===== config.mk =====
export PLATFORM = sky130hd
export DESIGN_NAME = fir_dsp_core
export DESIGN_NICKNAME = d
export VERILOG_FILES = /design/src/logic/fir_dsp_pkg.sv /design/src/logic/fir_pipe_delay.sv /design/src/logic/fir_dsp_ctrl.sv /design/src/logic/fir_preadd_mult.sv /design/src/logic/fir_post_alu.sv /design/src/logic/fir_dsp_core.sv
export VERILOG_INCLUDE_DIRS = /design/src /design/src/logic
export SDC_FILE = /design/constraint.sdc
export NUM_CORES = 2
export LEC_CHECK = 0
export ABC_AREA = 0
export BUFFER_PORTS_ARGS = -buffer_cell sky130_fd_sc_hd__buf_2
export CAP_MARGIN = 10
export CORE_AREA = 2 2 262 264
export CTS_CLUSTER_DIAMETER = 50
export DETAILED_ROUTE_END_ITERATION = 16
export DIE_AREA = 0 0 264 266
export PLACE_DENSITY = 0.82
export RECOVER_POWER = 50
export SLEW_MARGIN = 10
export SYNTH_ARGS = -nofsm -noshare
export SYNTH_HDL_FRONTEND = slang
export SYNTH_SLANG_ARGS = --single-unit

===== constraint.sdc =====
create_clock -name clk_i -period 19.1 [get_ports clk_i]
set_input_delay 2.865 -clock clk_i [delete_from_list [all_inputs] [get_ports clk_i]]
set_output_delay 2.865 -clock clk_i [all_outputs]
set_load 0.01 [all_outputs]

===== src/logic/fir_dsp_cfg.svh =====
`ifndef FIR_DSP_CFG_SVH
`define FIR_DSP_CFG_SVH

////////////////////////////////////////
// Operand widths
////////////////////////////////////////

`define FIR_DSP_A_W 26
`define FIR_DSP_D_W 26
`define FIR_DSP_B_W 18
// P, C and PCIN share the accumulator width
`define FIR_DSP_P_W 48

////////////////////////////////////////
// Pipeline depths
////////////////////////////////////////

`define FIR_DSP_AREG 1
`define FIR_DSP_ADREG 1
`define FIR_DSP_MREG 1

// Detector compares only bits where the mask is one
`define FIR_DSP_PATTERN 48'h0000_0000_0000
`define FIR_DSP_MASK 48'hFFFF_FFFF_FFFF

`endif


===== src/logic/fir_dsp_pkg.sv =====
`include "fir_dsp_cfg.svh"

package fir_dsp_pkg;

    ////////////////////////////////////////
    // Scalar datapath types
    ////////////////////////////////////////

    typedef logic signed [`FIR_DSP_A_W-1:0] fir_a_t;
    typedef logic signed [`FIR_DSP_D_W-1:0] fir_d_t;
    typedef logic signed [`FIR_DSP_B_W-1:0] fir_coef_t;
    // One guard bit so that D minus A cannot wrap
    typedef logic signed [`FIR_DSP_A_W:0] fir_preadd_t;
    // Full product of the preadder result and the coefficient
    typedef logic signed [`FIR_DSP_A_W+`FIR_DSP_B_W:0] fir_prod_t;
    typedef logic signed [`FIR_DSP_P_W-1:0] fir_acc_t;

    ////////////////////////////////////////
    // Grouped signals
    ////////////////////////////////////////

    // Per-sample operating mode
    typedef struct packed {
        logic use_d;
        logic sub_a;
        logic use_c;
        logic sub_c;     // only meaningful with use_c
        logic add_pcin;
    } fir_mode_t;

    typedef struct packed {
        fir_a_t   a;
        fir_d_t   d;
        fir_acc_t c;
        fir_acc_t pcin;
    } fir_sample_t;

    typedef struct packed {
        fir_coef_t coef;
        logic      load;
        logic      update;
    } fir_coef_load_t;

    typedef struct packed {
        fir_acc_t p;
        logic     pattern;
    } fir_result_t;

endpackage


===== src/logic/fir_pipe_delay.sv =====
`timescale 1ns/1ps

module fir_pipe_delay #(
    parameter type         T     = logic,
    parameter int unsigned DEPTH = 1
) (
    input  logic clk_i,
    input  logic rst_n_i,
    input  logic en_i,
    input  T     data_i,
    output T     data_o
);

    generate
        if (DEPTH == 0) begin : g_bypass
            // No register stage requested
            assign data_o = data_i;
        end else begin : g_chain
            T stage_q [DEPTH];

            // Whole chain advances together, or holds
            always_ff @(posedge clk_i or negedge rst_n_i) begin
                if (!rst_n_i) begin
                    for (int i = 0; i < DEPTH; i++) begin
                        stage_q[i] <= '0;
                    end
                end else if (en_i) begin
                    stage_q[0] <= data_i;
                    for (int i = 1; i < DEPTH; i++) begin
                        stage_q[i] <= stage_q[i-1];
                    end
                end
            end

            assign data_o = stage_q[DEPTH-1];
        end
    endgenerate

endmodule


===== src/logic/fir_dsp_ctrl.sv =====
`timescale 1ns/1ps
`include "fir_dsp_cfg.svh"

module fir_dsp_ctrl (
    input  logic                  clk_i,
    input  logic                  rst_n_i,
    input  logic                  ce_i,
    input  logic                  in_valid_i,
    input  fir_dsp_pkg::fir_mode_t mode_i,
    output fir_dsp_pkg::fir_mode_t pre_mode_o,
    output fir_dsp_pkg::fir_mode_t alu_mode_o,
    output logic                  out_valid_o,
    output logic                  busy_o
);

    import fir_dsp_pkg::*;

    // Sample to product, then one more for the P register
    localparam int unsigned MULT_LAT = `FIR_DSP_AREG + `FIR_DSP_ADREG + `FIR_DSP_MREG;
    localparam int unsigned OUT_LAT  = MULT_LAT + 1;

    logic [OUT_LAT-1:0] valid_q;

    ////////////////////////////////////////
    // Mode alignment
    ////////////////////////////////////////

    // Mode meets A and D at the preadder
    fir_pipe_delay #(
        .T     (fir_mode_t),
        .DEPTH (`FIR_DSP_AREG)
    ) u_pre_mode_dly (
        .clk_i   (clk_i),
        .rst_n_i (rst_n_i),
        .en_i    (ce_i),
        .data_i  (mode_i),
        .data_o  (pre_mode_o)
    );

    // Continue from the preadder stage to the product register
    fir_pipe_delay #(
        .T     (fir_mode_t),
        .DEPTH (`FIR_DSP_ADREG + `FIR_DSP_MREG)
    ) u_alu_mode_dly (
        .clk_i   (clk_i),
        .rst_n_i (rst_n_i),
        .en_i    (ce_i),
        .data_i  (pre_mode_o),
        .data_o  (alu_mode_o)
    );

    ////////////////////////////////////////
    // Valid tracking
    ////////////////////////////////////////

    always_ff @(posedge clk_i or negedge rst_n_i) begin
        if (!rst_n_i) begin
            valid_q <= '0;
        end else if (ce_i) begin
            valid_q <= {valid_q[OUT_LAT-2:0], in_valid_i};
        end
    end

    // Held cycles must not repeat the strobe
    assign out_valid_o = valid_q[OUT_LAT-1] & ce_i;
    assign busy_o      = |valid_q;

    a_out_valid_known: assert property (
        @(posedge clk_i) disable iff (!rst_n_i)
        !$isunknown(out_valid_o)
    ) else $error("out_valid_o is unknown");

endmodule


===== src/logic/fir_preadd_mult.sv =====
`timescale 1ns/1ps
`include "fir_dsp_cfg.svh"

module fir_preadd_mult (
    input  logic                       clk_i,
    input  logic                       rst_n_i,
    input  logic                       ce_i,
    input  fir_dsp_pkg::fir_a_t         a_i,
    input  fir_dsp_pkg::fir_d_t         d_i,
    input  fir_dsp_pkg::fir_mode_t      mode_i,
    input  fir_dsp_pkg::fir_coef_load_t coef_i,
    output fir_dsp_pkg::fir_prod_t      product_o
);

    import fir_dsp_pkg::*;

    localparam int PRE_W = $bits(fir_preadd_t);

    fir_a_t                 a_q;
    fir_d_t                 d_q;
    logic signed [PRE_W:0]  a_wide;
    logic signed [PRE_W:0]  d_wide;
    logic signed [PRE_W:0]  pre_wide;
    fir_preadd_t            preadd_d;
    fir_preadd_t            preadd_q;
    fir_coef_t              coef_load_q;
    fir_coef_t              coef_work_q;
    fir_prod_t              mult_d;
    fir_prod_t              product_q;

    ////////////////////////////////////////
    // Input registers
    ////////////////////////////////////////

    fir_pipe_delay #(
        .T     (fir_a_t),
        .DEPTH (`FIR_DSP_AREG)
    ) u_a_dly (
        .clk_i   (clk_i),
        .rst_n_i (rst_n_i),
        .en_i    (ce_i),
        .data_i  (a_i),
        .data_o  (a_q)
    );

    fir_pipe_delay #(
        .T     (fir_d_t),
        .DEPTH (`FIR_DSP_AREG)
    ) u_d_dly (
        .clk_i   (clk_i),
        .rst_n_i (rst_n_i),
        .en_i    (ce_i),
        .data_i  (d_i),
        .data_o  (d_q)
    );

    ////////////////////////////////////////
    // Preadder
    ////////////////////////////////////////

    // One bit wider than the result so overflow is visible
    assign a_wide   = {{(PRE_W + 1 - `FIR_DSP_A_W){a_q[`FIR_DSP_A_W-1]}}, a_q};
    assign d_wide   = mode_i.use_d ? {{(PRE_W + 1 - `FIR_DSP_D_W){d_q[`FIR_DSP_D_W-1]}}, d_q}
                                   : '0;
    assign pre_wide = mode_i.sub_a ? d_wide - a_wide : d_wide + a_wide;
    assign preadd_d = pre_wide[PRE_W-1:0];

    // Load stage first, working stage on update
    always_ff @(posedge clk_i or negedge rst_n_i) begin
        if (!rst_n_i) begin
            coef_load_q <= '0;
            coef_work_q <= '0;
        end else if (ce_i) begin
            if (coef_i.load) begin
                coef_load_q <= coef_i.coef;
            end
            if (coef_i.update) begin
                coef_work_q <= coef_load_q;   // old value when both strobes coincide
            end
        end
    end

    ////////////////////////////////////////
    // Preadder and product registers
    ////////////////////////////////////////

    assign mult_d = preadd_q * coef_work_q;

    always_ff @(posedge clk_i or negedge rst_n_i) begin
        if (!rst_n_i) begin
            preadd_q  <= '0;
            product_q <= '0;
        end else if (ce_i) begin
            preadd_q  <= preadd_d;
            product_q <= mult_d;
        end
    end

    assign product_o = product_q;

    a_preadd_range: assert property (
        @(posedge clk_i) disable iff (!rst_n_i)
        ce_i |-> (pre_wide[PRE_W] == pre_wide[PRE_W-1])
    ) else $error("Preadder result exceeds %0d bits", PRE_W);

endmodule


===== src/logic/fir_post_alu.sv =====
`timescale 1ns/1ps
`include "fir_dsp_cfg.svh"

module fir_post_alu (
    input  logic                    clk_i,
    input  logic                    rst_n_i,
    input  logic                    ce_i,
    input  fir_dsp_pkg::fir_prod_t   product_i,
    input  fir_dsp_pkg::fir_acc_t    c_i,
    input  fir_dsp_pkg::fir_acc_t    pcin_i,
    input  fir_dsp_pkg::fir_mode_t   mode_i,
    output fir_dsp_pkg::fir_result_t result_o
);

    import fir_dsp_pkg::*;

    localparam int ACC_W  = $bits(fir_acc_t);
    localparam int PROD_W = $bits(fir_prod_t);

    fir_acc_t    c_q;
    fir_acc_t    pcin_q;
    fir_acc_t    prod_ext;
    fir_acc_t    w_mux;
    fir_acc_t    z_mux;
    logic        carry;
    fir_acc_t    p_d;
    logic        pattern_d;
    fir_result_t result_q;

    ////////////////////////////////////////
    // C and PCIN alignment
    ////////////////////////////////////////

    // Same depth as the sample path up to the product register
    fir_pipe_delay #(
        .T     (fir_acc_t),
        .DEPTH (`FIR_DSP_AREG + `FIR_DSP_ADREG + `FIR_DSP_MREG)
    ) u_c_dly (
        .clk_i   (clk_i),
        .rst_n_i (rst_n_i),
        .en_i    (ce_i),
        .data_i  (c_i),
        .data_o  (c_q)
    );

    fir_pipe_delay #(
        .T     (fir_acc_t),
        .DEPTH (`FIR_DSP_AREG + `FIR_DSP_ADREG + `FIR_DSP_MREG)
    ) u_pcin_dly (
        .clk_i   (clk_i),
        .rst_n_i (rst_n_i),
        .en_i    (ce_i),
        .data_i  (pcin_i),
        .data_o  (pcin_q)
    );

    ////////////////////////////////////////
    // Post-adder
    ////////////////////////////////////////

    assign prod_ext = {{(ACC_W - PROD_W){product_i[PROD_W-1]}}, product_i};

    // W slot is zero, C, or inverted C plus a carry
    always_comb begin
        w_mux = '0;
        carry = 1'b0;
        if (mode_i.use_c) begin
            if (mode_i.sub_c) begin
                w_mux = ~c_q;
                carry = 1'b1;
            end else begin
                w_mux = c_q;
            end
        end
    end

    assign z_mux = mode_i.add_pcin ? pcin_q : '0;

    // Sum wraps at the accumulator width
    assign p_d       = prod_ext + w_mux + z_mux + {{(ACC_W - 1){1'b0}}, carry};
    assign pattern_d = ((p_d ^ `FIR_DSP_PATTERN) & `FIR_DSP_MASK) == '0;

    always_ff @(posedge clk_i or negedge rst_n_i) begin
        if (!rst_n_i) begin
            result_q <= '0;
        end else if (ce_i) begin
            result_q.p       <= p_d;
            result_q.pattern <= pattern_d;
        end
    end

    assign result_o = result_q;

    a_sub_c_needs_c: assert property (
        @(posedge clk_i) disable iff (!rst_n_i)
        (ce_i && mode_i.sub_c) |-> mode_i.use_c
    ) else $warning("sub_c set without use_c, C is ignored");

endmodule


===== src/logic/fir_dsp_core.sv =====
`timescale 1ns/1ps

module fir_dsp_core (
    input  logic                       clk_i,
    input  logic                       rst_n_i,
    input  logic                       ce_i,
    input  logic                       in_valid_i,
    input  fir_dsp_pkg::fir_sample_t    sample_i,
    input  fir_dsp_pkg::fir_mode_t      mode_i,
    input  fir_dsp_pkg::fir_coef_load_t coef_i,
    output fir_dsp_pkg::fir_result_t    result_o,
    output logic                       out_valid_o,
    output logic                       busy_o
);

    import fir_dsp_pkg::*;

    fir_mode_t pre_mode;
    fir_mode_t alu_mode;
    fir_prod_t product;

    ////////////////////////////////////////
    // Control
    ////////////////////////////////////////

    fir_dsp_ctrl u_ctrl (
        .clk_i       (clk_i),
        .rst_n_i     (rst_n_i),
        .ce_i        (ce_i),
        .in_valid_i  (in_valid_i),
        .mode_i      (mode_i),
        .pre_mode_o  (pre_mode),
        .alu_mode_o  (alu_mode),
        .out_valid_o (out_valid_o),
        .busy_o      (busy_o)
    );

    ////////////////////////////////////////
    // Datapath
    ////////////////////////////////////////

    // Input, preadder and multiplier stages
    fir_preadd_mult u_preadd_mult (
        .clk_i     (clk_i),
        .rst_n_i   (rst_n_i),
        .ce_i      (ce_i),
        .a_i       (sample_i.a),
        .d_i       (sample_i.d),
        .mode_i    (pre_mode),
        .coef_i    (coef_i),
        .product_o (product)
    );

    // C and PCIN enter raw and are aligned inside
    fir_post_alu u_post_alu (
        .clk_i     (clk_i),
        .rst_n_i   (rst_n_i),
        .ce_i      (ce_i),
        .product_i (product),
        .c_i       (sample_i.c),
        .pcin_i    (sample_i.pcin),
        .mode_i    (alu_mode),
        .result_o  (result_o)
    );

endmodule


==> out/results.ini <==
[worst_setup_path]
rr_endpoint=u_preadd_mult.product_o[41]
cpLargestDelayFamily=buffers and inverters
crit_end=u_post_alu.result_o[16]
reg2reg_slack_ns=11.25
cp-end-kind=asynchronous set/reset pin
reg2reg_from=u_preadd_mult.coef_work_q[4]
crit_fanout=117
critPathMaxStageDelay_ns=4.25
cp_slowest_cell=clkbuf_1
crit_top_cell=buf_4
reg2reg_depth=22
critPathBufInv=5
worst-path-stages=5
startpoint=rst_n_i
timing_worst_setup_path_type=primary input to asynchronous set/reset pin
cp_data_required_time_ns=19.72
arrival_ns=10.81
cp-start-kind=primary input
crit_chain=clkbuf_1, buf_4, buf_4, buf_4, buf_4

[clock_network]
cts_max_level=2
cts_tree=built
cts.sinks=512
post_cts.repair.setup_buffers=0
ctsHoldBuffers=0
cts_buffers=61
clock_latency_ns=0.64
root_buffer=clkbuf_16
clk_pin_slew_ns=0.06
ctsLongestPathBuffers=3
post_cts_resized=0

[synth]
netlist_area_mm2=0.0428
ys_seq_area_share_pct=29.9
yosys_warnings=0
synth_flop_cell=dfrtp_1
synth_cells=4006
ys_types=76
synthTopCellsByCount=inv_1 (571), fa_1 (522), dfrtp_1 (512), mux2_2 (470), nand2_1 (359)
synth_edf_count=0
yosys-top-cells-area=dfrtp_1 (30%), fa_1 (24%), mux2_2 (12%)
yosys.area.top_type=dfrtp_1
synth-seq-cells=512
synthArstFlopShare_pct=100
synth_nets=4890
yosys.area.top_type_share_pct=29.9
postSynthAreaPerCell_um2=10.7
synth.most_common_cell=inv_1

[route]
firstDrtPassIters=5
antenna_left=0
wl_per_cell_um=20.4
via_count=29400
viasPerCell=5.82
wl_mm=103
drc=0
drt-initial-drc-count=2199

[grt]
grt_max_degree=196
first_global_vias=31200
grt_util_all_layers_pct=30.6
antenna_found_initial=2
grt_overflow=0
grt_pass1_wl_mm=169

[die]
start_util_pct=63.2
die_area_mm2=0.0702
placementRows=96
die_y_um=266
core_mm2=0.0677
fp.dieW_um=264
ioPinCount=228

[timing]
maxSlewHeadroom_pct=-314
finClkSkew_ns=0.0492
setup_viol=0
hold_violations=0
worst_pin_slew_ns=6.22
period_share_pct=53.4
maxSlewViolCount=372
rsz0062_at_grt=false
fmax_mhz=98.1
finalWorstPathRequiredPeriod_ns=10.20
setup-tns-final_ns=0

[hold_path]
hp-class=register to register

[final_layout]
final_nets=5002
synthToLayoutAreaGrowth_pct=8.78
nFillCells=4899
drive_above_1_share_pct=18.9

[placement]
routabilityCongestion=0.948
io_buffers=227
dp_hpwl_mm=77.4

[run_status]
violations=capacitance limit, slew limit
run_status=finished, violations left

[run]
drv_cap=5

flip-flops by register name, summed over array words and instances, names as in the netlist, 5 cells and up:
name                                   count
u_post_alu.u_c_dly.g_chain.stage_q        96
u_post_alu.u_pcin_dly.g_chain.stage_q     96
u_post_alu.result_o                       49
u_post_alu.u_c_dly.data_o                 48
u_post_alu.u_pcin_dly.data_o              48
u_preadd_mult.product_o                   45
u_preadd_mult.preadd_q                    27
u_preadd_mult.u_a_dly.data_o              26
u_preadd_mult.u_d_dly.data_o              26
u_preadd_mult.coef_load_q                 18
u_preadd_mult.coef_work_q                 18
u_ctrl.u_pre_mode_dly.data_o               5
cell type report:
class	instances	area (um2)	area share, %
Timing Repair Buffer	251	1250	2.69
Tap cell	882	1100	2.37
Antenna cell	1	2.50	0.00537
Clock buffer	82	1730	3.70
Clock inverter	30	440	0.946
Sequential cell	512	12800	27.5
Inverter	572	2150	4.61
Multi-Input combinational cell	2720	27100	58.2
layout by cell type, fill, tap and decap left out, types with 6 or more instances in the layout:
cell and instances:
a31oi_1 14, a21oi_1 113, or3_1 12, and3_1 22, inv_6 6, o2111ai_1 7, o211ai_1 6, nand3b_1 8
nand2b_1 15, a21o_1 46, nor4_1 10, o21bai_1 16, dfrtp_1 511, a211oi_1 17, and4_1 6, clkbuf_8 12
o21ai_0 59, clkbuf_16 61, o21ai_1 7, nand3_1 32, or2_2 7, clkbuf_1 63, buf_2 176, and2_1 312
xor2_1 72, nand4_1 11, fa_1 522, mux2_2 469, nand2_1 359, o21a_1 19, buf_4 20, o31ai_1 11
nor2_1 116, xnor2_1 93, bufinv_16 7, inv_1 571, nor2b_1 15, nor3_1 44, or4_1 8, ha_1 185
through the flow:
stage | setup WS (ns) | utilization (%) | hold slack, ns | cells | cell area (um2)
global route | 7.12 | 68.7 | 0.504 | 5049 | 46600
detailed placement | 11.38 | 65.7 | 0.487 | 4937 | 44500
finish | 8.90 | 68.7 | 0.492 | 5050 | 46600
floorplan | 12.40 | - | 0.472 | 4006 | 42800
CTS | 11.35 | 68.9 | 0.479 | 5049 | 46700
global placement | 11.53 | 65.7 | 0.465 | 4937 | 44500
how the worst min path moves through the flow:
stage | startpoint | end | slack (ns) | cells after the start
after global placement | u_post_alu.result_o[2] | u_post_alu.result_o[2] | 0.47 | 2
after floorplan | u_post_alu.u_pcin_dly.data_o[17] | u_post_alu.u_pcin_dly.data_o[17] | 0.47 | 1
final | u_post_alu.u_c_dly.g_chain.stage_q[52] | u_post_alu.u_c_dly.data_o[4] | 0.49 | 1
after detailed placement | u_post_alu.u_pcin_dly.data_o[32] | u_post_alu.u_pcin_dly.data_o[32] | 0.49 | 1
after CTS | u_post_alu.u_c_dly.g_chain.stage_q[52] | u_post_alu.u_c_dly.data_o[4] | 0.48 | 1
after global routing | u_post_alu.u_c_dly.g_chain.stage_q[108] | u_post_alu.u_c_dly.g_chain.stage_q[60] | 0.50 | 1
routing by layer:
metal | vias to the layer above | routed length (um) | GRT usage (%)
li1 | 13100 | - | -
met1 | 14900 | 42500 | 42.1
met2 | 1169 | 48300 | 48.8
met3 | 252 | 8290 | 6.13
met4 | 2 | 4120 | 11.2
met5 | - | 11 | 0
cells by family (layout without fill, tap and decap cells):
kind of cell / count (synthesis) / after routing / synth area share, %
and+or+nand+nor: 1000 / 1000 / 11.9
other: 0 / 1 / 0
buffers and inverters: 774 / 935 / 6.81
AOI/OAI and AO/OA: 373 / 373 / 5.69
xor gates and xnor gates: 165 / 165 / 3.38
adders and majority gates: 707 / 707 / 29.8
DFF: 512 / 512 / 29.9
muxes: 475 / 475 / 12.5
worst reg2reg max path: stages, from the launching register on:
cell,delay [ns]
dfrtp_1,1.10
nand2_1,0.22
fa_1,0.55
fa_1,0.48
fa_1,0.55
inv_1,0.06
fa_1,0.49
fa_1,0.50
inv_1,0.05
fa_1,0.48
inv_1,0.08
ha_1,0.38
a21oi_1,0.23
o21ai_0,0.14
a221o_1,0.35
nor4_1,0.33
o21ai_0,0.14
o21ai_0,0.52
o21ai_0,0.29
and3_1,0.24
o31ai_1,0.29
nand4_1,0.13
o311ai_0,0.14
Power is left out: the tool's default activity adds up to more than one toggle a clock period on the data nets, which glitch-free logic cannot reach.
